File: config.mk
export PLATFORM = sky130hd
export DESIGN_NAME = uncached_path
export DESIGN_NICKNAME = d
export VERILOG_FILES = /design/src/source/dcache_pkg.sv /design/src/source/mem_bus_pkg.sv /design/src/source/uncached_path.sv
export SDC_FILE = /design/constraint.sdc
export NUM_CORES = 1
export LEC_CHECK = 0
export BUFFER_PORTS_ARGS = -buffer_cell sky130_fd_sc_hd__buf_2
export CAP_MARGIN = 20
export CORE_AREA = 5 5 79 81
export CTS_CLUSTER_DIAMETER = 30
export CTS_CLUSTER_SIZE = 16
export DETAILED_ROUTE_END_ITERATION = 6
export DIE_AREA = 0 0 84 86
export HOLD_SLACK_MARGIN = 0.1
export PLACE_DENSITY = 0.8
export SKIP_CTS_REPAIR_TIMING = 1
export SLEW_MARGIN = 10
export SYNTH_ARGS = -nofsm -noshare
export SYNTH_HDL_FRONTEND = slang
export SYNTH_SLANG_ARGS = --single-unit
export TNS_END_PERCENT = 50
File: constraint.sdc
create_clock -name clk -period 4 [get_ports clk]
set_input_delay 0.2 -clock clk [delete_from_list [all_inputs] [get_ports clk]]
set_output_delay 0.2 -clock clk [all_outputs]
set_load 0.005 [all_outputs]
File: src/source/dcache_pkg.sv
`default_nettype none

package dcache_pkg;

    localparam int data_width     = 32;
    localparam int line_width     = 128;
    localparam int words_per_line = line_width / data_width;
    localparam int set_count      = 256;
    localparam int index_width    = $clog2(set_count);
    localparam int offset_width   = $clog2(line_width / 8);
    localparam int tag_width      = data_width - index_width - offset_width;
    localparam int strb_width     = data_width / 8;

    typedef logic [tag_width-1:0]   tag_t;
    typedef logic [index_width-1:0] index_t;
    typedef logic [1:0]             word_sel_t;  // word within a line
    typedef logic [data_width-1:0]  word_t;
    typedef logic [strb_width-1:0]  strb_t;

    typedef word_t [words_per_line-1:0] line_t;

    typedef struct packed {
        logic valid;
        tag_t tag;
    } tag_entry_t;

    typedef struct packed {
        logic                    op;        // 1 = store
        tag_t                    tag;
        index_t                  index;
        logic [offset_width-1:0] offset;
        word_t                   wdata;
        strb_t                   wstrb;
        logic                    uncached;
    } cpu_req_t;

endpackage

`default_nettype wire

File: src/source/mem_bus_pkg.sv
`default_nettype none

package mem_bus_pkg;

    typedef logic [31:0] addr_t;

    // line bus, refill and victim traffic
    typedef struct packed {
        logic              rd_req;
        addr_t             rd_addr;    // line aligned
        logic              wr_req;
        addr_t             wr_addr;    // line aligned
        dcache_pkg::line_t wr_data;
    } line_bus_req_t;

    typedef struct packed {
        logic              rd_rdy;
        logic              ret_valid;
        dcache_pkg::line_t ret_data;   // valid with ret_valid only
        logic              wr_rdy;
        logic              wr_done;
    } line_bus_rsp_t;

    // word bus for uncached accesses
    typedef struct packed {
        logic              rd_req;
        logic              wr_req;
        addr_t             addr;       // full byte address
        dcache_pkg::word_t wr_data;
        dcache_pkg::strb_t wr_strb;
    } word_bus_req_t;

    typedef struct packed {
        logic              rd_rdy;
        logic              wr_rdy;
        logic              ret_valid;
        logic              wr_done;
        dcache_pkg::word_t ret_data;
    } word_bus_rsp_t;

endpackage

`default_nettype wire

File: src/source/uncached_path.sv
`timescale 1ns/100ps
`default_nettype none

module uncached_path (
    input  logic                       clk,
    input  logic                       reset,
    input  logic                       start,
    input  dcache_pkg::cpu_req_t       held_req,
    input  mem_bus_pkg::word_bus_rsp_t word_rsp,
    output dcache_pkg::word_t          rdata,
    output logic                       busy,
    output logic                       done,
    output mem_bus_pkg::word_bus_req_t word_req
);

    typedef enum logic [2:0] {
        s_idle,
        s_load,
        s_store,
        s_wait_ret,
        s_done
    } state_t;

    state_t state;
    state_t state_next;

    always_ff @(posedge clk) begin
        if (reset)
            state <= s_idle;
        else
            state <= state_next;
    end

    always_comb begin
        state_next = state;
        case (state)
            s_idle:
                if (start)
                    state_next = held_req.op ? s_store : s_load;
            s_load:
                if (word_rsp.rd_rdy)
                    state_next = s_wait_ret;
            s_store:
                if (word_rsp.wr_rdy)
                    state_next = s_wait_ret;
            s_wait_ret:
                if (held_req.op ? word_rsp.wr_done : word_rsp.ret_valid)
                    state_next = s_done;
            default:
                state_next = s_idle;  // done lasts one cycle
        endcase
    end

    always_ff @(posedge clk) begin
        if (state == s_wait_ret && word_rsp.ret_valid)
            rdata <= word_rsp.ret_data;
    end

    assign busy = (state == s_idle && start) || state == s_load || state == s_store
                  || state == s_wait_ret;
    assign done = (state == s_done);

    assign word_req.rd_req  = (state == s_load);
    assign word_req.wr_req  = (state == s_store);
    assign word_req.addr    = {held_req.tag, held_req.index, held_req.offset};
    assign word_req.wr_data = held_req.wdata;
    assign word_req.wr_strb = held_req.wstrb;

endmodule

`default_nettype wire

* Word level (Yosys, flattened, before mapping)
Index checks and enable logic that the tools add are counted.
** Operators by class
- $mul :: 0
- Eq/ne operators :: 8
- $add $sub $neg :: 0
- Div/mod/pow operators :: 0
- Mux-type cells :: 7
- Reduce and logical (&&, ||, !) cells :: 7
- Order comparisons :: 0
- Shifts and indexed selects :: 0
- Bitwise gates (word level) :: 0
** Operators by type and width (number)
- 3-bit 2-to-1 mux :: 4
- 3-bit case mux with 4 select lines :: 1
- 2-bit != test, second input constant :: 4
- 3-bit by 2-bit == test with 1-bit output, second input constant :: 2
- 4-bit AND reduction :: 1
- 3-bit by 1-bit == test with 1-bit output, second input constant :: 1
- 3-bit == test, second input constant :: 1
- 3-bit logical NOT :: 1
- 1-bit logical OR :: 3
- 1-bit logical AND :: 2
- 2-bit 2-to-1 mux :: 1
- 1-bit 2-to-1 mux :: 1
** Word-level totals
- RAM bits :: 0
- Latch bits :: 0
- Memories :: 0
- Output and inout bits :: 104
- Bits in read-only memories :: 0
- Input bits :: 109
- Bits in registers :: 35
- Word-level logic and storage cells :: 24

* Logic depth before layout (Yosys ltp)
- Depth in word-level cells :: 5
- Mapped depth :: 4
- Gate-level depth less buffers :: 3

* Least setup slack after synthesis
No wires, ideal clock.
- Kind :: register -> register
- From :: register state[0]
- To :: register rdata[0] (enable)
- Clock period less this slack :: 1846 ps
- Arrival time :: 1454 ps
- Stages on the path, launching flop included :: 4
- Path slack :: 2154 ps
- Data required time :: 3608 ps
- Cells stage by stage :: dfxtp_1 > buf_4 > and3b_1 > and2_1
** Between the ends
- Word-level cells in the longest chain between the ends :: 2
** RTL lines
- from (decl) :: RTL line uncached_path.sv:24 : state_t state;
- from (signal assigned) :: RTL line uncached_path.sv:29 : state <= s_idle;
- from (signal assigned) :: RTL line uncached_path.sv:31 : state <= state_next;
- 3-bit by 2-bit == test with 1-bit output :: RTL line uncached_path.sv:55 : if (state == s_wait_ret && word_rsp.ret_valid)
- 1-bit logical AND :: RTL line uncached_path.sv:55
- to (signal assigned) :: RTL line uncached_path.sv:56 : rdata <= word_rsp.ret_data;
- to (decl) :: RTL line uncached_path.sv:10 : output dcache_pkg::word_t rdata,
Every way passes these cells.
A chain may end at the register's enable or synchronous reset.

* Final worst setup path
- From :: register state[1]
- To :: register rdata[18] (enable)
Same word-level chain as after synthesis.

==> run_results.csv <==
group,metric,value,unit
outcome,outcome,"finished, final reports clean",
die,dieArea,7220,um2
global_routing,grt_max_degree,33,
synth,synth-async-reset-ratio,0,
synth,synth_edf_count,32,
route,wl_per_cell,18.1,um
clock_network,cts_tree,"done",
placed_design,placed_area,1660,um2
global_routing,grt_pass1_vias,875,
die,rows,27,
placed_design,globalplace.congestion,0.772,
route,wirelength,4410,um
layout,fin_area,2090,um2
setup_path,cp_max_fo,32,
power,sequentialPowerShare,0.518,
worst_hold_path,hp-class,"in -> reg",
power,power_density,398,nW/um2
timing,tightest_slew,383,ps
route,top_layer,"met4",
clock_network,cts_max_path_buffers,2,
synth,ys.flop_type,"edfxtp_1",
placed_design,dpl.cell_count,205,
die,fp.coreArea,5410,um2
route,drtIter0Drc,31,
setup_path,timing.rr.start,"state[1]",
synth,yosysMostFrequentCell,"buf_4",
power,power_switching,0.167,mW
setup_path,worstRegToRegCells,3,
synth,synth-seq-cells,35,
worst_hold_path,whs_path_depth,1,
global_routing,grt_pass1_wl,5040,um
setup_path,critPathCaptureType,"register",
layout,utilization,0.386,
route,drc,0,
setup_path,required,3940,ps
route,wl_met2,2220,um
timing,final-max-slew-violation-count,0,
synth,yosysSeqAreaShare,0.594,
setup_path,cp-start-kind,"register",
setup_path,critPathArrivalTime,1600,ps
layout,layout.nets,280,
timing,fmax,0.603,GHz
worst_hold_path,hp-start,"word_rsp[15]",
timing,hold_viol_final,0,
die,io_pins,213,
job,drv_cap,0,
synth,ys_types,20,
timing,fin_setup_tns,0,ps
timing,grt_setup_unrepaired,"no",
clock_network,clkLatencyLatePin,270,ps
synth,synth.avg_cell_area,13.5,um2
placed_design,io_buffers,75,
clock_network,cts_buffers,5,
timing,final.setup_skew,4.14,ps
synth,synth_fp_nets,236,
route,ant_nets,0,
setup_path,worstSetupPathType,"reg -> reg",
layout,final_layout_size_suffix_gt1_frac,0.506,
worst_hold_path,holdPathEnd,"rdata[15]",
clock_network,clkTransAtPathRegs,60,ps
power,power_frac_comb,0.121,
layout,stdcell_count,244,
clock_network,clockRootBuffer,"clkbuf_8",
global_routing,antenna_found_initial,0,
power,p_int,0.663,mW
die,die_h,86,um
synth,netlist_area,1720,um2
layout,n_fill_cell,497,
synth,yosys-top-cells-area,"edfxtp_1 56%, buf_4 30%, dfxtp_1 3.5%, nor3b_1 1.3%, mux2i_1 1.2%",
clock_network,clkSinkCount,35,
timing,maxSlewHeadroom,0.744,
route,drt-met1-wl,1330,um
power,ir_drop,0.000161,V
synth,syn-instance-count,127,
global_routing,gr-total-overflow,0,
layout,area_delta_synth_final,21.3,%
power,clkPwrFrac,0.361,
setup_path,ff2ff_setup_slack,2340,ps
route,viasPerCell,4.16,
route,vias,1015,
setup_path,r2r-end,"rdata[18]",
timing,setup_viol,0,
layout,n_antenna_cell,0,
timing,min_period,1660,ps
die,initial_utilization,0.318,
power,switching_share,0.201,
synth,yosys.area.top_type,"edfxtp_1",
timing,post-route-period-util,0.415,
die,die_width,84,um
route,firstDrtPassIters,4,
placed_design,dp_hpwl,3080,um
synth,synth_top_area_frac,0.559,
power,p_leak,0.867,nW
clock_network,cts.htree.levels,2,
global_routing,track_usage,0.0938,
synth,synth-warning-count,0,
synth,synth_common_cells,"69 x buf_4, 32 x edfxtp_1, 3 x dfxtp_1, 3 x nor3b_1",
route,met3_length,750,um
## worst max-delay path, cell delays in order, from the launching register on
cell and delay [ps]:
dfxtp_1 530, and3b_1 280, and2_1 150, buf_4 350
## registers in the layout (all words and copies together), names as in the netlist
register and cells:
rdata 32, state 3
## power groups by stage
stage	sequential [mW]	combinational [mW]	clock, mW
final	0.430	0.100	0.300
after global routing	0.431	0.109	0.335
after CTS	0.429	0.0756	0.307
after detailed placement	0.436	0.0753	0
after global placement	0.436	0.0730	0
after floorplan	0.429	0.104	0
## cells by family after synthesis
group / synth area share
AOI/OAI and AO/OA: 0.0284
buffers and inverters: 0.310
DFF: 0.594
muxes: 0.0182
and+or+nand+nor: 0.0495
## worst max-delay path by stage
stage	startpoint	to	slack [ps]
2_1_floorplan	state[0]	rdata[0]	2150
3_3_place_gp	state[1]	rdata[8]	2380
3_5_place_dp	state[1]	rdata[18]	2380
4_1_cts	state[1]	rdata[0]	2360
5_1_grt	state[1]	rdata[21]	2290
6_report	state[1]	rdata[18]	2340
## metrics by stage
stage	hold slack, ps	power, mW	setup WS [ps]
after floorplan	276	0.533	2150
after global placement	377	0.509	2380
after detailed placement	379	0.512	2380
after CTS	84.4	0.811	2360
after global routing	108	0.875	2290
final	129	0.829	2340
## cells in the final DEF, fill, tap and decap left out, drive strengths merged, types with 2 or more instances in the layout
master       netlist  routed
dfxtp              3       3
edfxtp            32      32
mux2i              2       2
dlygate4sd3        0      31
clkinv             0       2
clkbuf             0       5
nor3b              3       3
and2               2       2
buf               70      76
nor3               2       2
nor2               2       2
## routing by layer
metal / track usage / up-vias
met4: 0.0716 / 0
met3: 0.0797 / 20
li1: - / 451
met2: 0.152 / 110
met1: 0.0717 / 434
met5: 0 / -
## cell type report
type                       instances  area [um2]  area share
multi-input combinational         21         165      0.0792
clock buffer                       5        68.8      0.0330
inverter                           1        3.75     0.00180
clock inverter                     3        43.8      0.0210
sequential                        35        1020       0.490
timing repair buffer             107         693       0.332
tap                               72        90.1      0.0432
Note: power is estimated with default switching activity, not from simulation.
