**config.mk**
```make
export PLATFORM = sky130hd
export DESIGN_NAME = dcache_request_stage
export DESIGN_NICKNAME = d
export VERILOG_FILES = /design/src/source/dcache_pkg.sv /design/src/source/dcache_request_stage.sv
export SDC_FILE = /design/constraint.sdc
export NUM_CORES = 1
export LEC_CHECK = 0
export ABC_AREA = 1
export ABC_CLOCK_PERIOD_IN_PS = 900
export BUFFER_PORTS_ARGS = -buffer_cell sky130_fd_sc_hd__buf_2
export CORE_AREA = 2 2 99 101
export CTS_CLUSTER_DIAMETER = 150
export DETAILED_ROUTE_END_ITERATION = 10
export DIE_AREA = 0 0 101 103
export PLACE_DENSITY = 0.66
export SLEW_MARGIN = 20
export SYNTH_ARGS = -nofsm -noshare
export SYNTH_HDL_FRONTEND = slang
export SYNTH_SLANG_ARGS = --single-unit
```
**constraint.sdc**
```tcl
create_clock -name clk -period 0.9 [get_ports clk]
set_input_delay 0 -clock clk [delete_from_list [all_inputs] [get_ports clk]]
set_output_delay 0 -clock clk [all_outputs]
set_load 0.02 [all_outputs]
```
**src/source/dcache_pkg.sv**
```systemverilog
`default_nettype none

package dcache_pkg;

    localparam int data_width     = 32;
    localparam int line_width     = 128;
    localparam int words_per_line = line_width / data_width;
    localparam int set_count      = 256;
    localparam int index_width    = $clog2(set_count);
    localparam int offset_width   = $clog2(line_width / 8);
    localparam int tag_width      = data_width - index_width - offset_width;
    localparam int strb_width     = data_width / 8;

    typedef logic [tag_width-1:0]   tag_t;
    typedef logic [index_width-1:0] index_t;
    typedef logic [1:0]             word_sel_t;  // word within a line
    typedef logic [data_width-1:0]  word_t;
    typedef logic [strb_width-1:0]  strb_t;

    typedef word_t [words_per_line-1:0] line_t;

    typedef struct packed {
        logic valid;
        tag_t tag;
    } tag_entry_t;

    typedef struct packed {
        logic                    op;        // 1 = store
        tag_t                    tag;
        index_t                  index;
        logic [offset_width-1:0] offset;
        word_t                   wdata;
        strb_t                   wstrb;
        logic                    uncached;
    } cpu_req_t;

endpackage

`default_nettype wire

```
**src/source/dcache_request_stage.sv**
```systemverilog
`timescale 1ns/100ps
`default_nettype none

module dcache_request_stage (
    input  logic                 clk,
    input  logic                 reset,
    input  logic                 req_valid,
    input  dcache_pkg::cpu_req_t req,
    input  dcache_pkg::word_t    cache_rdata,
    input  logic                 cache_busy,
    input  dcache_pkg::word_t    uncached_rdata,
    input  logic                 uncached_busy,
    input  logic                 uncached_done,
    output dcache_pkg::cpu_req_t held_req,
    output dcache_pkg::index_t   lookup_index,
    output logic                 cache_start,
    output logic                 uncached_start,
    output dcache_pkg::word_t    rdata,
    output logic                 busy
);

    // request buffer, stable until the next accepted request
    always_ff @(posedge clk) begin
        if (req_valid)
            held_req <= req;
    end

    // one start pulse per request, in the cycle after acceptance
    always_ff @(posedge clk) begin
        if (reset) begin
            cache_start    <= 1'b0;
            uncached_start <= 1'b0;
        end else begin
            cache_start    <= req_valid && !req.uncached;
            uncached_start <= req_valid && req.uncached;
        end
    end

    // arrays start reading in the request cycle
    assign lookup_index = req.index;

    assign rdata = uncached_done ? uncached_rdata : cache_rdata;
    assign busy  = cache_busy | uncached_busy;

endmodule

`default_nettype wire

```
* Yosys cells after proc, flatten, opt, wreduce, memory -nomap -nowiden
Index checks and enable logic that the tools add are counted.
** Operators by class
- Add/subtract/negate cells :: 0
- $mul :: 0
- Div/mod/pow operators :: 0
- $lt $le $gt $ge :: 0
- Equal/unequal tests :: 0
- Shift operators :: 0
- Mux-type cells :: 1
- Bitwise operators :: 1
- Reductions and logical operators :: 3
** Operator list (count)
- $mux W32 :: 1
- $logic_and A1 B1 Y1 :: 2
- $logic_not A1 Y1 :: 1
- $or A1 B1 Y1 :: 1
** Storage, ports and cells
- Bits in registers :: 72
- Latch bits :: 0
- RAM bits :: 0
- Bits in read-only memories :: 0
- Output and inout port bits :: 113
- Word-level logic and storage cells :: 14
- Memories :: 0

* Logic depth before layout (Yosys ltp)
Gate-level depths: netlist of run 1.
- Word-level depth :: 2
- Gate-level depth with buffers :: 5
- Gate-level depth less buffers :: 3

* Worst setup path after synthesis of run 1
Ideal clock, no wire load.
- Kind :: input -> output
- Start :: input uncached_done
- End :: output rdata[0]
- Arrival :: 0.490 ns
- Path slack :: 0.410 ns
- Stages :: 5
- Buffers on the path :: 2
- Path through :: buf_6 inv_8 buf_12 nand2_2 nand2_1
** Between the ends
- Cells in the longest elaborated chain, start to end :: 1
** Ends and longest elaborated chain
- from (decl) :: line dcache_request_stage.sv:13 : input logic uncached_done,
- $mux W32 :: line dcache_request_stage.sv:42 : assign rdata = uncached_done ? uncached_rdata : cache_rdata;
- to (decl) :: line dcache_request_stage.sv:18 : output dcache_pkg::word_t rdata,
Every way passes these cells.

* Worst setup path after layout of run 1
- Start :: register held_req[20] (netlist name)
- End :: output held_req[20] (netlist name)
** RTL lines
- from (decl) :: line dcache_request_stage.sv:14 : output dcache_pkg::cpu_req_t held_req,
- from (signal assigned) :: line dcache_request_stage.sv:25 : held_req <= req;
No word-level cell between the ends.

==> results of run 1 <==
[stage by stage]
stage / worst slack (ns) / utilization, % / instances / instance area, um2
2_1_floorplan: 0.410 / - / 190 / 2720
3_3_place_gp: 0.200 / 42.5 / 545 / 4020
3_5_place_dp: 0.189 / 42.5 / 545 / 4020
4_1_cts: -0.0376 / 52.6 / 632 / 4970
5_1_grt: -0.0778 / 55.9 / 633 / 5290
6_report: -0.0400 / 55.9 / 633 / 5290
[report_power, final]
group,leakage (nW),total (mW),internal [mW],switching (mW)
clock network,0.0866,2.26,1.01,1.25
logic,1.76,2.02,0.995,1.03
registers,0.702,4.10,3.97,0.129
[logic make-up after synthesis]
kind of cell | Yosys count
AND/OR/NAND/NOR | 101
buffers and inverters | 17
flip-flops | 72
[state kept, by name (all words and copies together) (netlist names)]
name            cells
uncached_start      1
held_req           70
cache_start         1
[layout make-up]
class                           instances  share of cell area [%]
Tap cell                              114                    2.70
Sequential cell                        72                    40.5
Clock inverter                          6                   0.828
Inverter                                2                   0.284
Clock buffer                           10                    2.41
Timing Repair Buffer                  327                    45.6
Multi-Input combinational cell        101                    7.69
Antenna cell                            1                  0.0473
[worst max-delay path by stage]
stage | startpoint | endpoint | slack [ns] | cells past startpoint
finish | held_req[20]$_DFFE_PP_ | held_req[20] | -0.04 | 1
global route | held_req[20]$_DFFE_PP_ | held_req[20] | -0.08 | 1
CTS | held_req[20]$_DFFE_PP_ | held_req[20] | -0.04 | 1
detailed placement | req_valid | held_req[47]$_DFFE_PP_ | 0.19 | 2
global placement | req_valid | held_req[47]$_DFFE_PP_ | 0.20 | 2
floorplan | uncached_done | rdata[0] | 0.41 | 5
[repair_timing]
item | 4_1_cts | 5_1_grt
setup buffers | 0 | 0
resized for setup | 22 | 107
endpoints found under the setup margin | 15 | 64
hold endpoints to repair | 72 | 0
hold buffers | 71 | 0
[Yosys cell counts, drive strengths merged]
master  instances  area share [%]
nand2          98              14
edfxtp         70              77
buf            12             4.2
clkbuf          3             1.5
dfxtp           2             1.5
inv             2            0.55
nor2            2            0.28
or2             1            0.23
[metal layers]
metal  vias to the layer above  wire, um  global-route usage (%)
li1                       1278         -                       -
met1                      1275      3370                    16.8
met2                       154      5940                    32.9
met3                        24       685                    4.14
met4                         0       477                    13.0
met5                         -         0                       0
==> metrics.txt, run 1 <==
fraction of layout cells with a size suffix above 1 54.6%; Layout Nets 653; CTS tree done; Worst VDD drop 0.883 mV; hold depth 4; antenna-violating nets left 0; Area Growth Syn to Fin 94.6%; post-synthesis register bit count 72; Slew Viols, Final 0; # H-tree levels 3; Arr. time, crit path 0.94 ns; port bufs 252; largest net degree at the start of global routing 40; Placement Rows 36; via/cell ratio 4.31; I/O pins 253; clock root cell clkbuf_8; post-synthesis sequential area ratio 78.8%; most frequent cells in the layout buf_2 (190), nand2_1 (88), dlygate4sd3_1 (71); final hold violations 0; failing checks setup timing; post-synth cell types 12; post-synthesis xor/xnor area fraction 0%; Worst Hold Launch req_valid; Startpoint Class flip-flop; Detailed Route WL 10500 um; Slew Limit Headroom 85.8%; area taken by multi-input logic gates 407 um2; mux share of post-synthesis cell area 0%; power consumption 8.39 mW; Maximum Capacitance Violations 0; DR pass1 iterations 4; adder-cell area share of the yosys netlist 0%; RD Place Congestion 0.933; most common cell after layout, fill and taps aside buf_2; CTS sink count 72; syn nets 330; Worst Hold Class in2reg; # DRC 0; cells after synthesis 190; number of global-route vias before repair 2736; Initial Utilization 28.7%; Yosys warnings 0; Post-Synth Simple-Gate Area 15.0%; Setup crit end kind output pin; status finished with violations; Cell Chain, Critical Path buf_6; largest family of logic cells by synthesized area simple AND/OR/NAND/NOR gates; Die W 101 um; WS Path Type reg2out; overall routing resource usage 17.6%; cts bufs inserted 9; Synth Area in Compound Gates 0%; first-pass GRT wire length 13400 um; PD cells 1580 nW/um2; hold_ws 0.135 ns; post-layout min period 0.940 ns; clock tree buffer depth 2; syn avg cell area 14.3 um2; Leak Pwr 2.55 nW; CTS clk-pin slew, worst paths 0.09 ns; Routed WL per cell 16.5 um; final setup TNS -0.275 ns; Crit-path slowest cell edfxtp_1; unrepaired setup endpoints after global routing yes; first-iteration detailed-routing DRC count 68; Highest Clock Rate 1060 MHz; Fillers 758; Buf+Inv Stages, Crit Path 1; CP required 0.90 ns; max incr delay on CP 0.44 ns; Top Family by Delay on Critical Path flip-flops; Mapped Area 2720 um2; final worst path period share 104%; Worst Hold Path EP cache_start$_SDFF_PP0_; initial antenna violation count 1; Reg area 2140 um2; CP Max Fanout 1; fin worst setup slack -0.0400 ns; vias 2731; grt total ovfl 0; Die H 103 um; die area 10400 um2; final setup vio count 18; worst-margin pin slew 0.213 ns; core region area 9460 um2; HPWL after DPL 6910 um
No activity file was read; power rests on OpenSTA's default activity.
==> run 2, diff against run 1 <==
--- a/config.mk
+++ b/config.mk
@@ -8,11 +8,13 @@
 export ABC_AREA = 1
 export ABC_CLOCK_PERIOD_IN_PS = 900
 export BUFFER_PORTS_ARGS = -buffer_cell sky130_fd_sc_hd__buf_2
-export CORE_AREA = 2 2 99 101
+export CELL_PAD_IN_SITES_DETAIL_PLACEMENT = 1
+export CELL_PAD_IN_SITES_GLOBAL_PLACEMENT = 1
+export CORE_AREA = 2 2 102 104
 export CTS_CLUSTER_DIAMETER = 150
 export DETAILED_ROUTE_END_ITERATION = 10
-export DIE_AREA = 0 0 101 103
-export PLACE_DENSITY = 0.66
+export DIE_AREA = 0 0 104 106
+export PLACE_DENSITY_LB_ADDON = 0.1
 export SLEW_MARGIN = 20
 export SYNTH_ARGS = -nofsm -noshare
 export SYNTH_HDL_FRONTEND = slang
==> run 2 against run 1 <==
- the run still ends with setup timing left
- largest cell class unchanged
- critical path depth unchanged
- sequential power hardly changed
- sequential share of layout area is 0.32 points higher
- global-route usage grew 1.2 points
- worst hold slack better by 0.023 ns
==> metrics.txt, run 2 (synthesis gave the netlist of run 1 again) <==
Placement Rows 37; Worst VDD drop 0.792 mV; final hold violations 0; CTS clk-pin slew, worst paths 0.09 ns; final setup vio count 10; first-pass GRT wire length 15800 um; core region area 10000 um2; DR pass1 iterations 4; post-layout min period 0.945 ns; Top Family by Delay on Critical Path flip-flops; Slew Limit Headroom 86.5%; first-iteration detailed-routing DRC count 118; Largest regs held_req (70), cache_start (1), uncached_start (1); Buf+Inv Stages, Crit Path 1; Layout Nets 652; die area 11000 um2; Highest Clock Rate 1060 MHz; Leak Pwr 2.52 nW; port bufs 252; clock tree buffer depth 2; Cell Chain, Critical Path buf_6; max incr delay on CP 0.45 ns; area taken by multi-input logic gates 407 um2; worst-margin pin slew 0.202 ns; vias 2700; antenna-violating nets left 0; fin worst setup slack -0.0453 ns; CP required 0.90 ns; initial antenna violation count 1; max FFs per register 70; Reg area 2140 um2; Non-Filler Instances 654; most frequent cells in the layout buf_2 (205), nand2_1 (88), dlygate4sd3_1 (71); I/O pins 253; number of global-route vias before repair 2857; unrepaired setup endpoints after global routing yes; failing checks setup timing; WS Path Type reg2out; Area Growth Syn to Fin 93.1%; cts bufs inserted 9; Die H 106 um; overall routing resource usage 18.8%; largest register by flop count held_req; Fillers 1166; area of placed instances 4060 um2; final worst path period share 105%; CP Max Fanout 1; Arr. time, crit path 0.95 ns; placed cell count 566; Startpoint Class flip-flop; Setup crit end kind output pin; # H-tree levels 3; # DRC 0; post-route cell area 5250 um2; Routed WL per cell 17.1 um; clock root cell clkbuf_8; Crit-path slowest cell edfxtp_1; Initial Utilization 27.2%; PD cells 1640 nW/um2; RD Place Congestion 0.829; fraction of layout cells with a size suffix above 1 54.5%; Slew Viols, Final 0; via/cell ratio 4.13; most common cell after layout, fill and taps aside buf_2; CTS tree done; largest net degree at the start of global routing 37; Maximum Capacitance Violations 0; CTS sink count 72; HPWL after DPL 7660 um; status finished with violations; Worst Hold Class in2reg; Die W 104 um; Detailed Route WL 11200 um; grt total ovfl 0
run 2: stage by stage:
stage | TNS [ns] | hold WS (ns) | setup WS, ns | power, mW | util [%]
2_1_floorplan | 0 | 0.0715 | 0.410 | 4.85 | -
3_3_place_gp | 0 | 0.177 | 0.205 | 5.59 | 40.6
3_5_place_dp | 0 | 0.178 | 0.196 | 5.62 | 40.6
4_1_cts | -0.0612 | 0.142 | -0.0280 | 8.39 | 49.9
5_1_grt | -1.03 | 0.166 | -0.0788 | 8.95 | 52.5
6_report | -0.156 | 0.157 | -0.0453 | 8.62 | 52.5
run 2: layout make-up:
cell class	count	area share [%]
sequential	72	40.8
clock inverter	6	1.29
antenna	1	0.0477
timing repair buffer	326	44.2
tap	136	3.24
multi-input combinational	101	7.75
inverter	2	0.286
clock buffer	10	2.43
run 2: what timing repair did:
| action | in CTS | in global routing |
|---|---|---|
| hold buffers | 71 | 0 |
| gates resized for setup | 8 | 91 |
| endpoints found under the hold margin | 72 | 0 |
| buffers inserted | 0 | 0 |
| gates cloned | 0 | 0 |
| setup endpoints to repair | 7 | 52 |
run 2: layer usage:
metal | vias up | wire (um) | global-route usage (%)
met3 | 20 | 790 | 4.90
li1 | 1273 | - | -
met1 | 1251 | 3950 | 19.3
met5 | - | 0 | 0
met2 | 156 | 6130 | 37.1
met4 | 0 | 308 | 5.60
run 2: final timing paths:
path | startpoint | to | slack, ns | cells after the start
worst max-delay path | held_req[23]$_DFFE_PP_ | held_req[23] | -0.05 | 1
worst min-delay path | req_valid | cache_start$_SDFF_PP0_ | 0.16 | 4
run 2: power breakdown:
part	internal (mW)	total [mW]	switching (mW)	leakage (nW)
clock	1.29	2.57	1.28	0.0929
sequential	3.97	4.08	0.115	0.702
combinational	0.935	1.96	1.03	1.73
total	6.20	8.62	2.42	2.52
==> run 3, diff against run 2 <==
--- a/config.mk
+++ b/config.mk
@@ -8,7 +8,7 @@
 export ABC_AREA = 1
 export ABC_CLOCK_PERIOD_IN_PS = 900
 export BUFFER_PORTS_ARGS = -buffer_cell sky130_fd_sc_hd__buf_2
-export CELL_PAD_IN_SITES_DETAIL_PLACEMENT = 1
+export CELL_PAD_IN_SITES_DETAIL_PLACEMENT = 0
 export CELL_PAD_IN_SITES_GLOBAL_PLACEMENT = 1
 export CORE_AREA = 2 2 102 104
 export CTS_CLUSTER_DIAMETER = 150
==> run 3 against run 2 <==
- non-clock buffer count unchanged
- utilization decreased by 0.88 points
- total power down 3.3%
- critical path depth stayed put
- sequential power barely moved
- largest cell class unchanged
- combinational power is 5% lower
- die area unchanged
- clock power fell by 6%
- first-iteration DRC count rose by 19%
- the run now ends clean
- worst hold slack worse by 0.025 ns
==> metrics.txt, run 3 (synthesis gave the netlist of run 1 again) <==
Initial Utilization 27.2%; Maximum Capacitance Violations 0; Worst Hold Class in2reg; Placement Rows 37; Highest Clock Rate 1110 MHz; final worst path period share 99.9%; n_diodes 0; clock tree buffer depth 2; RD Place Congestion 0.829; via/cell ratio 3.98; Routed WL per cell 14.1 um; vias 2592; number of global-route vias before repair 2708; Worst VDD drop 0.604 mV; final hold violations 0; first-iteration detailed-routing DRC count 140; initial antenna violation count 0; Worst Hold Launch req_valid; port bufs 252; hold depth 4; Crit-path slowest cell edfxtp_1; overall routing resource usage 16.4%; first-pass GRT wire length 14000 um; grt total ovfl 0; core region area 10000 um2; CTS tree done; I/O pins 253; Area Growth Syn to Fin 89.9%; Setup crit end kind output pin; Die W 104 um; # DRC 0; cts bufs inserted 9; Fillers 904; Slew Limit Headroom 86.6%; max FFs per register 70; die area 11000 um2; post-layout min period 0.899 ns; fraction of layout cells with a size suffix above 1 54.5%; area taken by multi-input logic gates 407 um2; antenna-violating nets left 0; Largest regs held_req (70), cache_start (1), uncached_start (1); final setup TNS 0 ns; worst-margin pin slew 0.201 ns; # H-tree levels 3; Layout Nets 652; CP Max Fanout 1; most frequent cells in the layout buf_2 (218), nand2_1 (88), dlygate4sd3_1 (71); Post CTS Setup Buffer Count 0; clock root cell clkbuf_8; CTS clk-pin slew, worst paths 0.08 ns; largest register by flop count held_req; Detailed Route WL 9190 um; Worst Hold Path EP uncached_start$_SDFF_PP0_; Die H 106 um; Leak Pwr 2.50 nW; Reg area 2140 um2; DR pass1 iterations 4; PD cells 1610 nW/um2; most common cell after layout, fill and taps aside buf_2; Top Family by Delay on Critical Path flip-flops; HPWL after DPL 6860 um; max incr delay on CP 0.41 ns; unrepaired setup endpoints after global routing yes; Startpoint Class flip-flop; power consumption 8.33 mW; final setup vio count 0; largest net degree at the start of global routing 37; CP required 0.90 ns; Buf+Inv Stages, Crit Path 1; CTS sink count 72; Arr. time, crit path 0.90 ns; Slew Viols, Final 0; WS Path Type reg2out; status finished, final reports clean; Cell Chain, Critical Path buf_6
[run 3: changes by cell type in the layout (fill, tap and decap cells not counted)]
| cell | delta |
|---|---|
| buf_6 | -11 |
| clkinv_4 | -1 |
| buf_4 | -2 |
| clkinv_1 | +1 |
| diode_2 | -1 |
| buf_2 | +13 |
| clkinvlp_4 | -1 |
| clkinv_2 | +1 |
| clkbuf_1 | -1 |
[run 3: area by class of cell]
type	count	area share [%]
repair buffers	326	43.5
flip-flops and latches	72	41.5
multi-input cells	101	7.88
well taps	136	3.30
clock buffers	9	2.40
clock inverters	6	1.16
inverters	2	0.291
[run 3: report_power, final]
| group | internal, mW | switching (mW) | leakage, nW |
|---|---|---|---|
| clock | 1.26 | 1.15 | 0.0929 |
| combinational | 0.887 | 0.985 | 1.70 |
| sequential | 3.97 | 0.0859 | 0.702 |
| total | 6.11 | 2.22 | 2.50 |
[run 3: what timing repair did]
item                                    CTS  global route
endpoints found under the setup margin    3            43
pin swaps                                 0             0
endpoints found under the hold margin    72             0
resized for setup                         6            69
hold buffers                             71             0
[run 3: metal layers]
| metal | part of all wire [%] | vias to the layer above | wire length [um] | global-route usage [%] |
|---|---|---|---|---|
| li1 | - | 1272 | - | - |
| met1 | 35 | 1141 | 3240 | 16.7 |
| met2 | 54 | 163 | 4950 | 30.8 |
| met3 | 8.0 | 16 | 731 | 5.09 |
| met4 | 2.9 | 0 | 265 | 7.34 |
| met5 | 0 | - | 0 | 0 |
[run 3: how the worst max path moves through the flow]
stage                                 from                endpoint  slack [ns]  cells after the start
finish              held_req[45]$_DFFE_PP_            held_req[45]       0.001                      1
global route         held_req[3]$_DFFE_PP_             held_req[3]       -0.04                      1
CTS                 held_req[25]$_DFFE_PP_            held_req[25]       -0.01                      1
detailed placement           uncached_done               rdata[29]        0.20                      5
global placement                 req_valid  held_req[37]$_DFFE_PP_        0.21                      2
floorplan                    uncached_done                rdata[0]        0.41                      5
[run 3: metrics by stage]
stage	cell area (um2)	setup slack [ns]	hold WS, ns	cells	util [%]
floorplan	2720	0.410	0.0715	190	-
global route	5160	-0.0406	0.146	652	51.6
detailed placement	4060	0.202	0.178	566	40.6
finish	5160	0.00105	0.132	652	51.6
CTS	4970	-0.0113	0.118	652	49.7
global placement	4060	0.205	0.177	566	40.6
